$ cat src/hmr_settings.svh
// Group count, core count, bus widths and configuration register map
`ifndef HMR_SETTINGS_SVH
`define HMR_SETTINGS_SVH

// Interleaved TMR groups, three cores each
`define HMR_NUM_GROUPS 1
`define HMR_NUM_CORES (3 * `HMR_NUM_GROUPS)

// Core bus widths
`define HMR_ADDR_W 32
`define HMR_DATA_W 32
`define HMR_BE_W 4

// Per-core mismatch counter
`define HMR_CNT_W 8

// Config address, upper bits pick the group, lower bits the register
`define HMR_CFG_ADDR_W 5
`define HMR_CFG_REG_W 3

// Register offsets within a group
`define HMR_REG_MODE 0
`define HMR_REG_SP_STORE 1
`define HMR_REG_MISMATCH0 2
`define HMR_REG_MISMATCH1 3
`define HMR_REG_MISMATCH2 4
`define HMR_REG_STATUS 5

`endif

$ cat src/hmr_pkg.sv
// Width typedefs, core and system bundle structs and the redundancy mode enum
`include "hmr_settings.svh"

package hmr_pkg;

  typedef logic [`HMR_ADDR_W-1:0] addr_t;
  typedef logic [`HMR_DATA_W-1:0] word_t;
  typedef logic [`HMR_BE_W-1:0] be_t;

  // One flag per core of a group
  typedef logic [2:0] vote_err_t;

  typedef logic [`HMR_CNT_W-1:0] mismatch_cnt_t;
  typedef logic [`HMR_CFG_ADDR_W-1:0] cfg_addr_t;

  // Control outputs of a core
  typedef struct packed {
    logic  busy;
    logic  instr_req;
    addr_t instr_addr;
    logic  data_req;
  } core_ctrl_t;

  // Data request of a core
  typedef struct packed {
    addr_t data_addr;
    logic  data_we;
    word_t data_wdata;
    be_t   data_be;
  } core_data_t;

  // System to core direction
  typedef struct packed {
    logic  fetch_en;
    addr_t boot_addr;
    logic  instr_gnt;
    logic  instr_rvalid;
    word_t instr_rdata;
    logic  data_gnt;
    logic  data_rvalid;
    word_t data_rdata;
  } sys_in_t;

  typedef enum logic [1:0] {
    NON_TMR,
    TMR_RUN,
    TMR_UNLOAD,
    TMR_RELOAD
  } tmr_mode_e;

endpackage

$ cat src/hmr_cfg_regs.sv
// Per-group mode, scratch and mismatch counter registers with read mux
`include "hmr_settings.svh"

module hmr_cfg_regs (
  input  logic                                         clk_i,
  input  logic                                         rst_ni,
  input  logic                                         cfg_we_i,
  input  hmr_pkg::cfg_addr_t                           cfg_addr_i,
  input  hmr_pkg::word_t                               cfg_wdata_i,
  output hmr_pkg::word_t                               cfg_rdata_o,
  input  hmr_pkg::tmr_mode_e [`HMR_NUM_GROUPS-1:0]     mode_i,
  input  hmr_pkg::vote_err_t [`HMR_NUM_GROUPS-1:0]     count_i,
  input  logic               [`HMR_NUM_GROUPS-1:0]     force_clr_i,
  output logic               [`HMR_NUM_GROUPS-1:0]     independent_o,
  output logic               [`HMR_NUM_GROUPS-1:0]     setback_en_o,
  output logic               [`HMR_NUM_GROUPS-1:0]     reload_setback_en_o,
  output logic               [`HMR_NUM_GROUPS-1:0]     force_resynch_o,
  output hmr_pkg::word_t     [`HMR_NUM_GROUPS-1:0]     sp_store_o
);

  import hmr_pkg::*;

  localparam int unsigned G = `HMR_NUM_GROUPS;
  localparam int unsigned GrpSelW = `HMR_CFG_ADDR_W - `HMR_CFG_REG_W;

  // Mode bits: 0 independent, 1 setback, 2 reload setback, 3 force resynch
  logic          [G-1:0][3:0] mode_q;
  word_t         [G-1:0]      sp_store_q;
  mismatch_cnt_t [G-1:0][2:0] cnt_q;

  logic [GrpSelW-1:0]        grp_sel;
  logic [`HMR_CFG_REG_W-1:0] reg_sel;

  assign grp_sel = cfg_addr_i[`HMR_CFG_ADDR_W-1:`HMR_CFG_REG_W];
  assign reg_sel = cfg_addr_i[`HMR_CFG_REG_W-1:0];

  always_ff @(posedge clk_i or negedge rst_ni) begin
    if (!rst_ni) begin
      mode_q     <= '0;
      sp_store_q <= '0;
      cnt_q      <= '0;
    end else begin
      for (int g = 0; g < G; g++) begin
        // FSM took the request
        if (force_clr_i[g]) begin
          mode_q[g][3] <= 1'b0;
        end
        if (cfg_we_i && (int'(grp_sel) == g)) begin
          if (reg_sel == `HMR_REG_MODE) begin
            mode_q[g] <= cfg_wdata_i[3:0];
          end
          if (reg_sel == `HMR_REG_SP_STORE) begin
            sp_store_q[g] <= cfg_wdata_i;
          end
        end
        // Saturating mismatch counters
        for (int k = 0; k < 3; k++) begin
          if (count_i[g][k] && (cnt_q[g][k] != '1)) begin
            cnt_q[g][k] <= cnt_q[g][k] + 1'b1;
          end
        end
      end
    end
  end

  for (genvar g = 0; g < G; g++) begin : gen_grp_out
    assign independent_o[g]       = mode_q[g][0];
    assign setback_en_o[g]        = mode_q[g][1];
    assign reload_setback_en_o[g] = mode_q[g][2];
    assign force_resynch_o[g]     = mode_q[g][3];
    assign sp_store_o[g]          = sp_store_q[g];
  end

  always_comb begin
    cfg_rdata_o = '0;
    if (int'(grp_sel) < G) begin
      case (reg_sel)
        `HMR_REG_MODE:      cfg_rdata_o = word_t'(mode_q[grp_sel]);
        `HMR_REG_SP_STORE:  cfg_rdata_o = sp_store_q[grp_sel];
        `HMR_REG_MISMATCH0: cfg_rdata_o = word_t'(cnt_q[grp_sel][0]);
        `HMR_REG_MISMATCH1: cfg_rdata_o = word_t'(cnt_q[grp_sel][1]);
        `HMR_REG_MISMATCH2: cfg_rdata_o = word_t'(cnt_q[grp_sel][2]);
        `HMR_REG_STATUS:    cfg_rdata_o = word_t'(mode_i[grp_sel]);
        default:            cfg_rdata_o = '0;
      endcase
    end
  end

  // Software only writes the mode and scratch registers of existing groups
  cfg_write_target_a : assert property (
    @(posedge clk_i) disable iff (!rst_ni)
    cfg_we_i |-> (int'(grp_sel) < G) &&
                 ((reg_sel == `HMR_REG_MODE) || (reg_sel == `HMR_REG_SP_STORE))
  );

endmodule

$ cat src/hmr_core_mux.sv
// Mode-dependent routing between system ports and core ports
`include "hmr_settings.svh"

module hmr_core_mux (
  input  hmr_pkg::tmr_mode_e  [`HMR_NUM_GROUPS-1:0] mode_i,
  input  hmr_pkg::sys_in_t    [`HMR_NUM_CORES-1:0]  sys_in_i,
  input  hmr_pkg::core_ctrl_t [`HMR_NUM_CORES-1:0]  core_ctrl_i,
  input  hmr_pkg::core_data_t [`HMR_NUM_CORES-1:0]  core_data_i,
  input  hmr_pkg::core_ctrl_t [`HMR_NUM_GROUPS-1:0] voted_ctrl_i,
  input  hmr_pkg::core_data_t [`HMR_NUM_GROUPS-1:0] voted_data_i,
  output hmr_pkg::sys_in_t    [`HMR_NUM_CORES-1:0]  core_in_o,
  output hmr_pkg::core_ctrl_t [`HMR_NUM_CORES-1:0]  sys_ctrl_o,
  output hmr_pkg::core_data_t [`HMR_NUM_CORES-1:0]  sys_data_o
);

  import hmr_pkg::*;

  localparam int unsigned G = `HMR_NUM_GROUPS;

  for (genvar i = 0; i < `HMR_NUM_CORES; i++) begin : gen_route
    // Interleaved grouping, core i belongs to group i mod G
    localparam int unsigned Grp = i % G;

    logic tmr_active;

    assign tmr_active = (mode_i[Grp] != NON_TMR);

    // All three replicas see the group's system port
    assign core_in_o[i] = tmr_active ? sys_in_i[Grp] : sys_in_i[i];

    if (i < G) begin : gen_voted_port
      assign sys_ctrl_o[i] = tmr_active ? voted_ctrl_i[i] : core_ctrl_i[i];
      assign sys_data_o[i] = tmr_active ? voted_data_i[i] : core_data_i[i];
    end else begin : gen_spare_port
      // Silent while the core runs as a replica
      assign sys_ctrl_o[i] = tmr_active ? core_ctrl_t'('0) : core_ctrl_i[i];
      assign sys_data_o[i] = tmr_active ? core_data_t'('0) : core_data_i[i];
    end
  end

endmodule

$ cat src/hmr_mode_fsm.sv
// Per-group redundancy mode FSM with setback pulse, count and force-clear strobes
module hmr_mode_fsm (
  input  logic                clk_i,
  input  logic                rst_ni,
  input  hmr_pkg::vote_err_t  error_i,
  input  logic                failure_i,
  input  logic                fetch_en_i,
  input  logic                busy_i,
  input  logic                cores_synch_i,
  input  logic                independent_i,
  input  logic                setback_en_i,
  input  logic                reload_setback_en_i,
  input  logic                force_resynch_i,
  input  hmr_pkg::word_t      sp_store_i,
  output hmr_pkg::tmr_mode_e  mode_o,
  output hmr_pkg::vote_err_t  count_o,
  output logic                force_clr_o,
  output logic                setback_o
);

  import hmr_pkg::*;

  tmr_mode_e mode_d;
  tmr_mode_e mode_q;
  logic      setback_d;
  logic      setback_q;

  // Later checks override earlier ones
  always_comb begin
    mode_d      = mode_q;
    setback_d   = 1'b0;
    count_o     = '0;
    force_clr_o = 1'b0;

    // Software requested resynch
    if (mode_q == TMR_RUN && force_resynch_i) begin
      mode_d      = TMR_UNLOAD;
      force_clr_o = 1'b1;
    end

    // Mismatch seen while running
    if (mode_q == TMR_RUN && error_i != '0) begin
      mode_d  = TMR_UNLOAD;
      count_o = error_i;
    end

    // State saved by software
    if (mode_q == TMR_UNLOAD && sp_store_i != '0) begin
      mode_d    = TMR_RELOAD;
      setback_d = setback_en_i;
    end

    if (mode_q == TMR_RELOAD) begin
      if (sp_store_i == '0) begin
        mode_d = TMR_RUN;
      end else if ((error_i != '0 || failure_i) && setback_en_i && reload_setback_en_i) begin
        setback_d = 1'b1;
      end
    end

    // Idle cores pick up the configured mode
    if (!fetch_en_i && !busy_i) begin
      mode_d = independent_i ? NON_TMR : TMR_RUN;
    end

    // Split off at any time
    if (mode_q == TMR_RUN && independent_i) begin
      mode_d = NON_TMR;
    end

    // Rejoin once the cores report they are in step
    if (mode_q == NON_TMR && cores_synch_i && !independent_i) begin
      mode_d = TMR_RUN;
    end
  end

  always_ff @(posedge clk_i or negedge rst_ni) begin
    if (!rst_ni) begin
      mode_q    <= NON_TMR;
      setback_q <= 1'b0;
    end else begin
      mode_q    <= mode_d;
      setback_q <= setback_d;
    end
  end

  assign mode_o    = mode_q;
  assign setback_o = setback_q;

  // Setback only comes out of the resynch sequence
  setback_in_resynch_a : assert property (
    @(posedge clk_i) disable iff (!rst_ni)
    $rose(setback_o) |-> $past(mode_q) inside {TMR_UNLOAD, TMR_RELOAD}
  );

endmodule

$ cat src/hmr_tmr_group.sv
// Control and data voting for one TMR group with gated error merging
module hmr_tmr_group (
  input  hmr_pkg::core_ctrl_t [2:0] ctrl_i,
  input  hmr_pkg::core_data_t [2:0] data_i,
  output hmr_pkg::core_ctrl_t       ctrl_o,
  output hmr_pkg::core_data_t       data_o,
  output hmr_pkg::vote_err_t        error_o,
  output logic                      failure_o
);

  import hmr_pkg::*;

  vote_err_t ctrl_err;
  vote_err_t data_err;
  logic      ctrl_fail;
  logic      data_fail;
  logic      data_valid;
  logic      multi_err;

  hmr_tmr_voter #(
    .WIDTH ($bits(core_ctrl_t))
  ) i_ctrl_voter (
    .a_i        (ctrl_i[0]),
    .b_i        (ctrl_i[1]),
    .c_i        (ctrl_i[2]),
    .majority_o (ctrl_o),
    .error_o    (ctrl_err),
    .failure_o  (ctrl_fail)
  );

  hmr_tmr_voter #(
    .WIDTH ($bits(core_data_t))
  ) i_data_voter (
    .a_i        (data_i[0]),
    .b_i        (data_i[1]),
    .c_i        (data_i[2]),
    .majority_o (data_o),
    .error_o    (data_err),
    .failure_o  (data_fail)
  );

  // Data bundle only matters while a request is out
  assign data_valid = ctrl_o.data_req;

  assign error_o = data_valid ? (ctrl_err | data_err) : ctrl_err;

  // Cores wrong in different bundles also leave no clean core
  assign multi_err = (error_o[0] & error_o[1]) |
                     (error_o[0] & error_o[2]) |
                     (error_o[1] & error_o[2]);

  assign failure_o = ctrl_fail | (data_valid & data_fail) | multi_err;

endmodule

$ cat src/hmr_tmr_voter.sv
// Bitwise three-input majority voter with per-input error flags and failure flag
module hmr_tmr_voter #(
  parameter int unsigned WIDTH = 1
) (
  input  logic [WIDTH-1:0]   a_i,
  input  logic [WIDTH-1:0]   b_i,
  input  logic [WIDTH-1:0]   c_i,
  output logic [WIDTH-1:0]   majority_o,
  output hmr_pkg::vote_err_t error_o,
  output logic               failure_o
);

  logic [WIDTH-1:0] diff_a;
  logic [WIDTH-1:0] diff_b;
  logic [WIDTH-1:0] diff_c;

  // Two out of three, per bit
  assign majority_o = (a_i & b_i) | (a_i & c_i) | (b_i & c_i);

  assign diff_a = a_i ^ majority_o;
  assign diff_b = b_i ^ majority_o;
  assign diff_c = c_i ^ majority_o;

  // Bit k set when input k is off anywhere
  assign error_o[0] = |diff_a;
  assign error_o[1] = |diff_b;
  assign error_o[2] = |diff_c;

  // Two or more inputs off the majority word
  assign failure_o = (error_o[0] & error_o[1]) |
                     (error_o[0] & error_o[2]) |
                     (error_o[1] & error_o[2]);

  // Failure exactly when no two inputs agree
  failure_no_pair_a : assert final (
    failure_o == ((a_i != b_i) && (a_i != c_i) && (b_i != c_i))
  );

endmodule

$ cat src/hmr_wrap.sv
// TMR wrapper top level with voters, mode FSMs, config registers and routing
`include "hmr_settings.svh"

module hmr_wrap (
  input  logic                                       clk_i,
  input  logic                                       rst_ni,
  input  logic                                       cfg_we_i,
  input  hmr_pkg::cfg_addr_t                         cfg_addr_i,
  input  hmr_pkg::word_t                             cfg_wdata_i,
  output hmr_pkg::word_t                             cfg_rdata_o,
  input  logic                [`HMR_NUM_GROUPS-1:0]  tmr_cores_synch_i,
  output hmr_pkg::vote_err_t  [`HMR_NUM_GROUPS-1:0]  tmr_error_o,
  output logic                [`HMR_NUM_GROUPS-1:0]  tmr_failure_o,
  input  hmr_pkg::sys_in_t    [`HMR_NUM_CORES-1:0]   sys_in_i,
  input  hmr_pkg::core_ctrl_t [`HMR_NUM_CORES-1:0]   core_ctrl_i,
  input  hmr_pkg::core_data_t [`HMR_NUM_CORES-1:0]   core_data_i,
  output hmr_pkg::sys_in_t    [`HMR_NUM_CORES-1:0]   core_in_o,
  output hmr_pkg::core_ctrl_t [`HMR_NUM_CORES-1:0]   sys_ctrl_o,
  output hmr_pkg::core_data_t [`HMR_NUM_CORES-1:0]   sys_data_o,
  output logic                [`HMR_NUM_CORES-1:0]   core_setback_o
);

  import hmr_pkg::*;

  localparam int unsigned G = `HMR_NUM_GROUPS;

  tmr_mode_e  [G-1:0] mode;
  vote_err_t  [G-1:0] count;
  word_t      [G-1:0] sp_store;
  core_ctrl_t [G-1:0] voted_ctrl;
  core_data_t [G-1:0] voted_data;
  logic       [G-1:0] force_clr;
  logic       [G-1:0] independent;
  logic       [G-1:0] setback_en;
  logic       [G-1:0] reload_setback_en;
  logic       [G-1:0] force_resynch;
  logic       [G-1:0] setback;

  for (genvar g = 0; g < G; g++) begin : gen_group
    // Replicas a, b, c are cores g, g+G, g+2G
    hmr_tmr_group i_group (
      .ctrl_i    ({core_ctrl_i[g+2*G], core_ctrl_i[g+G], core_ctrl_i[g]}),
      .data_i    ({core_data_i[g+2*G], core_data_i[g+G], core_data_i[g]}),
      .ctrl_o    (voted_ctrl[g]),
      .data_o    (voted_data[g]),
      .error_o   (tmr_error_o[g]),
      .failure_o (tmr_failure_o[g])
    );

    hmr_mode_fsm i_mode_fsm (
      .clk_i               (clk_i),
      .rst_ni              (rst_ni),
      .error_i             (tmr_error_o[g]),
      .failure_i           (tmr_failure_o[g]),
      .fetch_en_i          (sys_in_i[g].fetch_en),
      .busy_i              (core_ctrl_i[g].busy),
      .cores_synch_i       (tmr_cores_synch_i[g]),
      .independent_i       (independent[g]),
      .setback_en_i        (setback_en[g]),
      .reload_setback_en_i (reload_setback_en[g]),
      .force_resynch_i     (force_resynch[g]),
      .sp_store_i          (sp_store[g]),
      .mode_o              (mode[g]),
      .count_o             (count[g]),
      .force_clr_o         (force_clr[g]),
      .setback_o           (setback[g])
    );

    assign core_setback_o[g]       = setback[g];
    assign core_setback_o[g+G]     = setback[g];
    assign core_setback_o[g+2*G]   = setback[g];
  end

  hmr_cfg_regs i_cfg_regs (
    .clk_i               (clk_i),
    .rst_ni              (rst_ni),
    .cfg_we_i            (cfg_we_i),
    .cfg_addr_i          (cfg_addr_i),
    .cfg_wdata_i         (cfg_wdata_i),
    .cfg_rdata_o         (cfg_rdata_o),
    .mode_i              (mode),
    .count_i             (count),
    .force_clr_i         (force_clr),
    .independent_o       (independent),
    .setback_en_o        (setback_en),
    .reload_setback_en_o (reload_setback_en),
    .force_resynch_o     (force_resynch),
    .sp_store_o          (sp_store)
  );

  hmr_core_mux i_core_mux (
    .mode_i       (mode),
    .sys_in_i     (sys_in_i),
    .core_ctrl_i  (core_ctrl_i),
    .core_data_i  (core_data_i),
    .voted_ctrl_i (voted_ctrl),
    .voted_data_i (voted_data),
    .core_in_o    (core_in_o),
    .sys_ctrl_o   (sys_ctrl_o),
    .sys_data_o   (sys_data_o)
  );

endmodule

$ cat config.mk
export PLATFORM = sky130hd
export DESIGN_NAME = hmr_wrap
export DESIGN_NICKNAME = d
export VERILOG_FILES = /design/src/hmr_pkg.sv /design/src/hmr_cfg_regs.sv /design/src/hmr_core_mux.sv /design/src/hmr_mode_fsm.sv /design/src/hmr_tmr_group.sv /design/src/hmr_tmr_voter.sv /design/src/hmr_wrap.sv
export VERILOG_INCLUDE_DIRS = /design/src
export SDC_FILE = /design/constraint.sdc
export NUM_CORES = 1
export LEC_CHECK = 0
export ABC_AREA = 1
export BUFFER_PORTS_ARGS = -buffer_cell sky130_fd_sc_hd__buf_2
export CORE_AREA = 2 2 508 510
export CTS_BUF_LIST = sky130_fd_sc_hd__clkbuf_16
export CTS_CLUSTER_DIAMETER = 60
export CTS_CLUSTER_SIZE = 20
export DETAILED_ROUTE_END_ITERATION = 7
export DIE_AREA = 0 0 510 512
export PLACE_DENSITY_LB_ADDON = 0.3
export SLEW_MARGIN = 20
export SYNTH_ARGS = -nofsm -noshare
export SYNTH_HDL_FRONTEND = slang
export SYNTH_SLANG_ARGS = --single-unit
$ cat constraint.sdc
create_clock -name clk_i -period 2.21 [get_ports clk_i]
set_input_delay 0.442 -clock clk_i [delete_from_list [all_inputs] [get_ports clk_i]]
set_output_delay 0.442 -clock clk_i [all_outputs]
set_load 0.02 [all_outputs]
# == Word level (Yosys, flattened, before mapping) ==
# Index checks and enable logic that the tools add are counted.
# word_totals
register_bits,63
inputBits,656
output_inout_bits,654
elab_cells,124
# op_classes
addsub,3
magnitude_cmp,2
n_eq_ne,11
mux,33
n_bitwise,35
reduce_logical,32
# ops
operator,n
69-bit AND,3
69-bit 2-to-1 mux,3
69-bit OR reduction,3
69-bit bitwise XOR,3
101-bit 2-to-1 mux,2
32-bit case mux with 6 select lines,1
69-bit OR,2
35-bit AND,3
35-bit 2-to-1 mux,3
35-bit OR reduction,3
35-bit bitwise XOR,3
35-bit OR,2
32-bit 2-to-1 mux,2
32-bit zero test,1
32-bit nonzero test,1
8-bit by 1-bit adder with 8-bit output (second input constant),3
24-bit 2-to-1 mux,1
8-bit != test (second input constant),3
2-bit 2-to-1 mux,9
1-bit logical AND,13
4-bit 2-to-1 mux,3
1-bit AND,10
1-bit OR,8
1-bit 2-to-1 mux,7
15 further kinds,24

# == Logic depth before layout (Yosys ltp) ==
# Gate-level depths: netlist of the first run.
# logic_depth
depth_word,17
ltp_mapped,16
ltp_nobuf,16

# == By module ==
# Synthesis of the first run repeated with hierarchy kept, for this count alone.
# unflattened
hier_cells,3692
hier_area_um2,17464.2
# by_module_without_submodules
mod,n_inst,cells_each,area_per_inst_um2,seq_area_each_um2
hmr_core_mux,1,1437,6254.7,0.0
hmr_tmr_voter at gen_group[0].i_group.i_data_voter,1,1133,4946.0,0.0
hmr_cfg_regs,1,470,3335.7,1501.4
hmr_tmr_voter at gen_group[0].i_group.i_ctrl_voter,1,567,2483.6,0.0
hmr_mode_fsm,1,69,357.8,75.1
hmr_tmr_group,1,13,63.8,0.0
hmr_wrap,1,3,22.5,0.0

# == Least setup slack after synthesis of the first run ==
# Ideal clock, no wire load.
# synth_timing
path_type,flip-flop to output port
from,register gen_group[0].i_mode_fsm.mode_q[0]
to,output sys_ctrl_o[29] (netlist bit)
arrival_time_ps,1890
required_ps,1768
setup_slack_ps,-122
stages_incl_launch_ff,7
n_path_buf,3
path_cell_list,dfrtp_1 > nor2_1 > buf_2 > clkinv_1 > clkbuf_1 > clkbuf_1 > o21ai_0
# synth_rtl
item,line,source
from (decl),hmr_mode_fsm.sv:24,tmr_mode_e mode_q;
from (signal assigned),hmr_mode_fsm.sv:82,mode_q <= mode_d;
to (decl),hmr_wrap.sv:18,"output hmr_pkg::core_ctrl_t [`HMR_NUM_CORES-1:0] sys_ctrl_o,"

# == Final worst setup path of the first run ==
# layout_timing
from,input core_data_i[96] (netlist bit)
to,output tmr_failure_o
# layout_between
elab_chain_cells,11
elab_cells_between_ends,25
cone_classes,mux: 1; bitwise: 21; reduce/logical: 3
# layout_lines
item,line,source
from (decl),hmr_wrap.sv:16,"input hmr_pkg::core_data_t [`HMR_NUM_CORES-1:0] core_data_i,"
69-bit AND,hmr_tmr_voter.sv:18,assign majority_o = (a_i & b_i) | (a_i & c_i) | (b_i & c_i);
69-bit OR (2 in series),hmr_tmr_voter.sv:18,
69-bit bitwise XOR (on tied branches),"hmr_tmr_voter.sv:20, hmr_tmr_voter.sv:21, hmr_tmr_voter.sv:22",
69-bit OR reduction (on tied branches),"hmr_tmr_voter.sv:25, hmr_tmr_voter.sv:26, hmr_tmr_voter.sv:27",
"1-bit AND, or another cell as far along",hmr_tmr_voter.sv:30,assign failure_o = (error_o[0] & error_o[1]) |
1-bit OR or 3-bit 2-to-1 mux (tied branches),"hmr_tmr_voter.sv:30, hmr_tmr_group.sv:45",
"1-bit OR, or another cell as far along",hmr_tmr_voter.sv:31,(error_o[0] & error_o[2]) |
1-bit AND or 1-bit OR (tied branches),"hmr_tmr_group.sv:52, hmr_tmr_group.sv:48",
1-bit OR (on tied branches),"hmr_tmr_group.sv:52, hmr_tmr_group.sv:49",
1-bit OR *,hmr_tmr_group.sv:52,assign failure_o = ctrl_fail | (data_valid & data_fail) | multi_err;
to (decl),hmr_wrap.sv:13,"output logic [`HMR_NUM_GROUPS-1:0] tmr_failure_o,"
# Mark *: on every way between the ends. The rest lies on a longest branch, timed or not.

==> impl_metrics.tcl, run 1 <==
set metrics [dict create \
    status "complete, but fails checks" \
    violations "setup timing" \
    worstSetupStartpointType "primary input" \
    grt_pass1_wl_um 295000 \
    cts_buffer_depth 2 \
    clk_pin_slew_ns 0.06 \
    fin_crit_sh 1.24 \
    cts_tree "built" \
    rr_startpoint "gen_group[0].i_mode_fsm.mode_o[1]" \
    netlist_area_um2 15300 \
    route.final.wire_length_um 244000 \
    yosys_warnings 0 \
    gp_congestion 1.00 \
    finalMaxSlewViolations 0 \
    grt_pass1_vias 28400 \
    cts_buffers 9 \
    synthCells 3163 \
    synth_area_leaders "nand2_1 (26%), o21ai_0 (14%), nand3_1 (12%)" \
    rows 186 \
    skew_ns 0.00867 \
    p_per_area_nw_per_um2 658 \
    power_leakage_nw 20.4 \
    ioPinCount 1310 \
    tightest_slew_ns 0.459 \
    reg2reg_depth 10 \
    setup_viol 531 \
    die_h_um 512 \
    drtAntennaViolNets 0 \
    die_area_um2 261000 \
    chipWidth_um 510 \
    clk_latency_ns 0.34 \
    multi_input_area_um2 14300 \
    synth_top_area_share 0.260 \
    worstPathMaxFanout 4 \
    critical_path.startpoint "core_data_i[96]" \
    postCtsHoldBufs 0 \
    cp.required_ns 1.77 \
    final_util 0.157 \
    tns_ns -106.22 \
    nets 5807 \
    areaGrowthSynthToFinish_pct 162 \
    cp.arrival_ns 2.30 \
    drt-pass1-iter-count 5 \
    grt_max_degree 64 \
    relSlewSlack 0.691 \
    drt_drc_violations_left 0 \
    num_vias 30300 \
    hold_class "in2async" \
    worst_slack_ns -0.534 \
    yosysSeqAreaShare 0.103 \
    rsz0062_at_grt "true" \
    synth.distinct_cells 43 \
    core_area_um2 256000 \
    clock_sinks 63 \
    cts_root_buffer "clkbuf_16" \
    ys_ff_latch 63 \
    crit_type "in2out" \
    r2r-end "gen_group[0].i_mode_fsm.mode_o[1]" \
    start_util 0.0599 \
    min_period_ns 2.74 \
    synth_area_per_cell_um2 4.85 \
    hpwl_um 217000 \
    critPathCapture "tmr_failure_o" \
    drive_above_1_share 0.568 \
    max_cap_viol_count 0 \
    end_kind "primary output" \
    rrSetupSlack_ns 0.41 \
    grt_overflow 0 \
    mappedNetlistNets 3822 \
    track_usage 0.173 \
    synth_area_leader_cell "nand2_1" \
    fillers 29800 \
    hold_viol_final 0 \
    initialDrtViolationCount 2168 \
    detail_route.vias_per_cell 3.53 \
    antenna_found_initial 184 \
    register_area_um2 1580 \
    cts-htree-levels 3 \
    fmax_mhz 364 \
    drt-wirelength-per-cell_um 28.5 \
    numPortBuffers 1309 \
    ir_worst_vdd_v 0.000367 \
]
[where the power goes]
part	total (mW)	switching (mW)	internal, mW
registers	1.65	0.225	1.43
logic	23.2	13.7	9.52
clock network	1.51	0.538	0.977
total	26.4	14.5	11.9
[layout by cell type, fill, tap and decap left out, drive strengths merged]
| master | netlist | routed |
|---|---|---|
| nor3 | 34 | 34 |
| a211oi | 4 | 4 |
| o21ai | 476 | 476 |
| a21o | 1 | 1 |
| nand3 | 380 | 380 |
| buf | 118 | 2139 |
| nand3b | 2 | 2 |
| or2 | 2 | 2 |
| inv | 380 | 381 |
| o211ai | 1 | 1 |
| clkbuf | 81 | 41 |
| clkinvlp | 0 | 1 |
| a31oi | 8 | 8 |
| xnor2 | 1 | 1 |
| nor2 | 406 | 406 |
| xor2 | 23 | 23 |
| clkinv | 1 | 6 |
| mux2 | 5 | 5 |
| nand4 | 30 | 30 |
| o221ai | 2 | 2 |
| bufinv | 0 | 2 |
| nand2 | 1066 | 1066 |
| nor4 | 10 | 10 |
| dfrtp | 63 | 63 |
| ha | 3 | 3 |
| a21oi | 57 | 57 |
| diode | 0 | 42 |
| a221oi | 4 | 4 |
| o22ai | 5 | 5 |
[flip-flops by register name (all words and copies together) (netlist names)]
name                            cells
i_cfg_regs.sp_store_o              32
i_cfg_regs.mode_q                   4
gen_group.i_mode_fsm.mode_o         2
gen_group.i_mode_fsm.setback_o      1
i_cfg_regs.cnt_q                   24
[layout make-up]
cell class / instances / share of cell area
Antenna cell: 42 / 0.00262
Timing Repair inverter: 2 / 0.00103
Clock inverter: 7 / 0.00218
Tap cell: 3384 / 0.106
Clock buffer: 9 / 0.00561
Sequential cell: 63 / 0.0393
Timing Repair Buffer: 2171 / 0.451
Inverter: 381 / 0.0369
Multi-Input combinational cell: 2520 / 0.355
[cell usage after synthesis, drive strengths merged]
master and count:
nand4 30, inv 380, xor2 23, nor2 406, clkinv 1, o21ai 476
nand3b 2, a21o 1, xnor2 1, dfrtp 63, o211ai 1, a211oi 4
mux2 5, nand3 380, o221ai 2, or2 2, buf 118, ha 3
nand2 1066, clkbuf 81, o22ai 5, a31oi 8, a21oi 57, nor4 10
a221oi 4, nor3 34
[stage by stage]
stage | instance area [um2] | hold WS, ns | instances | setup slack (ns) | power, mW
after floorplan | 15300 | 0.146 | 3163 | -0.111 | 8.19
after global placement | 32600 | 0.491 | 8403 | -1.48 | 19.3
after detailed placement | 32600 | 0.491 | 8403 | -1.43 | 19.2
after CTS | 35300 | 0.129 | 8459 | -0.621 | 22.9
after global routing | 40100 | 0.131 | 8561 | -0.606 | 27.9
final | 40100 | 0.116 | 8579 | -0.534 | 26.4
[critical path, stage by stage]
cell,delay [ns]
buf_2,0.14
buf_4,0.14
nand3_1,0.08
nand2_2,0.08
nor2_1,0.12
nand2_2,0.13
nor2_4,0.16
nand2_1,0.09
nor2_2,0.12
nand3_2,0.09
buf_6,0.15
nand2_4,0.07
nand2_8,0.07
o21ai_4,0.15
o21ai_2,0.10
buf_6,0.14
[layer usage]
layer  up-vias  part of all wire  GRT usage
li1      14200                 -          -
met1     14100              0.38      0.190
met2      1565              0.45      0.282
met3       429              0.12     0.0834
met4        52             0.059     0.0771
met5         -            0.0011          0
[how the worst min path moves through the flow]
stage | endpoint | slack, ns | depth (start not counted)
finish | i_cfg_regs.cnt_q[12] | 0.12 | 2
global placement | gen_group[0].i_mode_fsm.setback_o | 0.49 | 2
detailed placement | i_cfg_regs.cnt_q[13] | 0.49 | 2
global route | i_cfg_regs.cnt_q[13] | 0.13 | 2
floorplan | gen_group[0].i_mode_fsm.mode_o[0] | 0.15 | 0
CTS | i_cfg_regs.cnt_q[12] | 0.13 | 2
[repair_timing]
item	4_1_cts	5_1_grt
endpoints found under the setup margin	543	546
cloned	15	29
resized for setup	537	1225
pin swaps	96	208
setup buffers	35	66
[kinds of logic (layout without fill, tap and decap cells)]
| group | after synthesis | count (layout) | share of synthesized area |
|---|---|---|---|
| simple gates | 1930 | 1930 | 0.517 |
| buf+inv | 580 | 2570 | 0.169 |
| compound gates | 558 | 558 | 0.190 |
| flops | 63 | 63 | 0.103 |
| xor+xnor | 24 | 24 | 0.0142 |
| mux | 5 | 5 | 0.00367 |
| fa+ha+maj | 3 | 3 | 0.00245 |
| other cells | 0 | 42 | 0 |
(Power assumes the default switching activity.)
==> run 2: changes to the inputs <==
--- a/config.mk
+++ b/config.mk
@@ -8,12 +8,12 @@
 export LEC_CHECK = 0
 export ABC_AREA = 1
 export BUFFER_PORTS_ARGS = -buffer_cell sky130_fd_sc_hd__buf_2
-export CORE_AREA = 2 2 508 510
+export CORE_AREA = 2 2 510 512
 export CTS_BUF_LIST = sky130_fd_sc_hd__clkbuf_16
 export CTS_CLUSTER_DIAMETER = 60
-export CTS_CLUSTER_SIZE = 20
+export CTS_CLUSTER_SIZE = 28
 export DETAILED_ROUTE_END_ITERATION = 7
-export DIE_AREA = 0 0 510 512
+export DIE_AREA = 0 0 512 514
 export PLACE_DENSITY_LB_ADDON = 0.3
 export SLEW_MARGIN = 20
 export SYNTH_ARGS = -nofsm -noshare
==> constraint.sdc (replaced) <==
create_clock -name clk_i -period 3.45 [get_ports clk_i]
set_input_delay 0.69 -clock clk_i [delete_from_list [all_inputs] [get_ports clk_i]]
set_output_delay 0.69 -clock clk_i [all_outputs]
set_load 0.02 [all_outputs]
==> run 2 against run 1 <==
  * The flow now finishes without violations
  * Global-route usage is 0.60 points lower
  * Design area is 31% lower
  * Core utilization is 4.9 points lower
  * Critical path type unchanged
  * Critical endpoint unchanged
  * Largest cell class is now multi-input gates
==> impl_metrics.tcl, run 2 (synthesized netlist as in run 1, its figures left out) <==
set metrics [dict create \
    hold_viol_final 0 \
    rr_startpoint "i_cfg_regs.sp_store_o[15]" \
    grt_pass1_wl_um 285000 \
    worstSetupStartpointType "primary input" \
    critical_path.startpoint "core_data_i[91]" \
    relSlewSlack 0.500 \
    most-common-layout-cells "buf_2 (1,269), nand2_1 (1,039), o21ai_0 (433)" \
    fin_crit_sh 0.986 \
    layout_commonest_cell "buf_2" \
    grt_max_degree 60 \
    cts-htree-levels 3 \
    die_area_um2 263000 \
    cp.required_ns 2.76 \
    largest_reg_flops 32 \
    crit_chain "buf_2, inv_1, o21ai_0, nand2_1, nand3_1, nor2_2, nand2_1, nor2_2, nand3_4, buf_6, a21o_1, o21ai_4, o21ai_4, buf_6" \
    cts_root_buffer "clkbuf_16" \
    final_util 0.108 \
    finalMaxSlewViolations 0 \
    cts_buffer_depth 2 \
    track_usage 0.167 \
    fmax_mhz 294 \
    ioPinCount 1310 \
    placed_cell_area_um2 27100 \
    areaGrowthSynthToFinish_pct 81.6 \
    clk_pin_slew_ns 0.06 \
    hpwl_um 216000 \
    detail_route.vias_per_cell 3.46 \
    hold_class "in2async" \
    design_area_um2 27800 \
    initialDrtViolationCount 2228 \
    tightest_slew_ns 0.743 \
    numPortBuffers 1309 \
    clock_sinks 63 \
    crit_path_max_incr_delay_ns 0.20 \
    clk_latency_ns 0.34 \
    die_h_um 514 \
    drive_above_1_share 0.370 \
    setup_viol 0 \
    num_vias 27400 \
    totalPowerFinal_mw 11.7 \
    grt_pass1_vias 25500 \
    cts_tree "built" \
    p_per_area_nw_per_um2 422 \
    crit_family "simple AND/OR/NAND/NOR gates" \
    drt-wirelength-per-cell_um 29.2 \
    tns_ns 0 \
    nets 5123 \
    path_buf_inv 4 \
    cts_buffers 9 \
    start_util 0.0594 \
    chipWidth_um 512 \
    max_cap_viol_count 0 \
    core_area_um2 258000 \
    postCtsHoldBufs 0 \
    drt_drc_violations_left 0 \
    whs_ns 0.369 \
    min_period_ns 3.40 \
    ir_worst_vdd_v 0.000237 \
    route.final.wire_length_um 231000 \
    cp.arrival_ns 2.71 \
    power_leakage_nw 14.9 \
    skew_ns 0.00700 \
    worstPathMaxFanout 5 \
    crit_type "in2out" \
    end_kind "primary output" \
    antenna_found_initial 196 \
    rrSetupSlack_ns 1.40 \
    critPathSlowestCell "nand2_1" \
    drt-pass1-iter-count 7 \
    grt_overflow 0 \
    gp_congestion 1.03 \
    rows 187 \
    drtAntennaViolNets 0 \
    status "finished clean" \
]
==> run 2: cell count changes in the layout (fill, tap and decap cells not counted), moves of 79 or more <==
cell	change
nand2_4	-126
nor2_1	+90
buf_12	-108
inv_1	+79
nand2_1	+308
nand2_2	-170
buf_2	+330
buf_6	-228
buf_4	-578
==> run 2: metrics by stage <==
stage	setup WS [ns]	std cells
after global placement	-0.841	7855
after global routing	-0.00566	7892
after floorplan	0.647	3163
final	0.0475	7917
after CTS	0.00249	7871
after detailed placement	-0.735	7855
==> run 2: power breakdown <==
part           switching [mW]  internal [mW]
clock network           0.352          0.775
logic                    7.01           2.53
registers               0.160          0.914
==> run 2: worst register-to-register path: stages, from the launching register on <==
cell and delay (ns):
dfrtp_1 0.37, nor4_1 0.67, nand4_1 0.16, nor2_1 0.33
nor3_1 0.14, nor2_1 0.12, nand2_1 0.06, nand2_1 0.05
nand2_1 0.05
==> run 2: final cells by class <==
cell class                      count  area, um2
Inverter                          381       1440
Antenna cell                       46        115
Clock buffer                        9        225
Multi-Input combinational cell   2520      11400
Clock inverter                      7        136
Tap cell                         3402       4260
Timing Repair Buffer             1489       8650
Sequential cell                    63       1580
Fill cell                       31100     230000
==> run 2: repair_timing <==
item	CTS	global route
gates resized for setup	48	56
pin swaps	10	19
buffers inserted	0	0
endpoints found under the setup margin	4	4
gates cloned	0	0
==> run 2: worst paths after layout <==
check | end | depth (start not counted)
worst max-delay path | tmr_failure_o | 14
min in group clk_i | i_cfg_regs.cnt_q[2] | 2
worst min register to register | i_cfg_regs.cnt_q[2] | 2
max in group asynchronous | i_cfg_regs.sp_store_o[22] | 2
worst min-delay path | i_cfg_regs.cnt_q[12] | 1
worst max register to register | gen_group[0].i_mode_fsm.mode_o[0] | 8
==> run 2: metal layers <==
layer | routed length, um | track usage | vias up
li1 | - | - | 12700
met1 | 87200 | 0.188 | 12600
met2 | 104000 | 0.273 | 1623
met3 | 27800 | 0.0764 | 354
met4 | 11600 | 0.0680 | 32
met5 | 220 | 0 | -
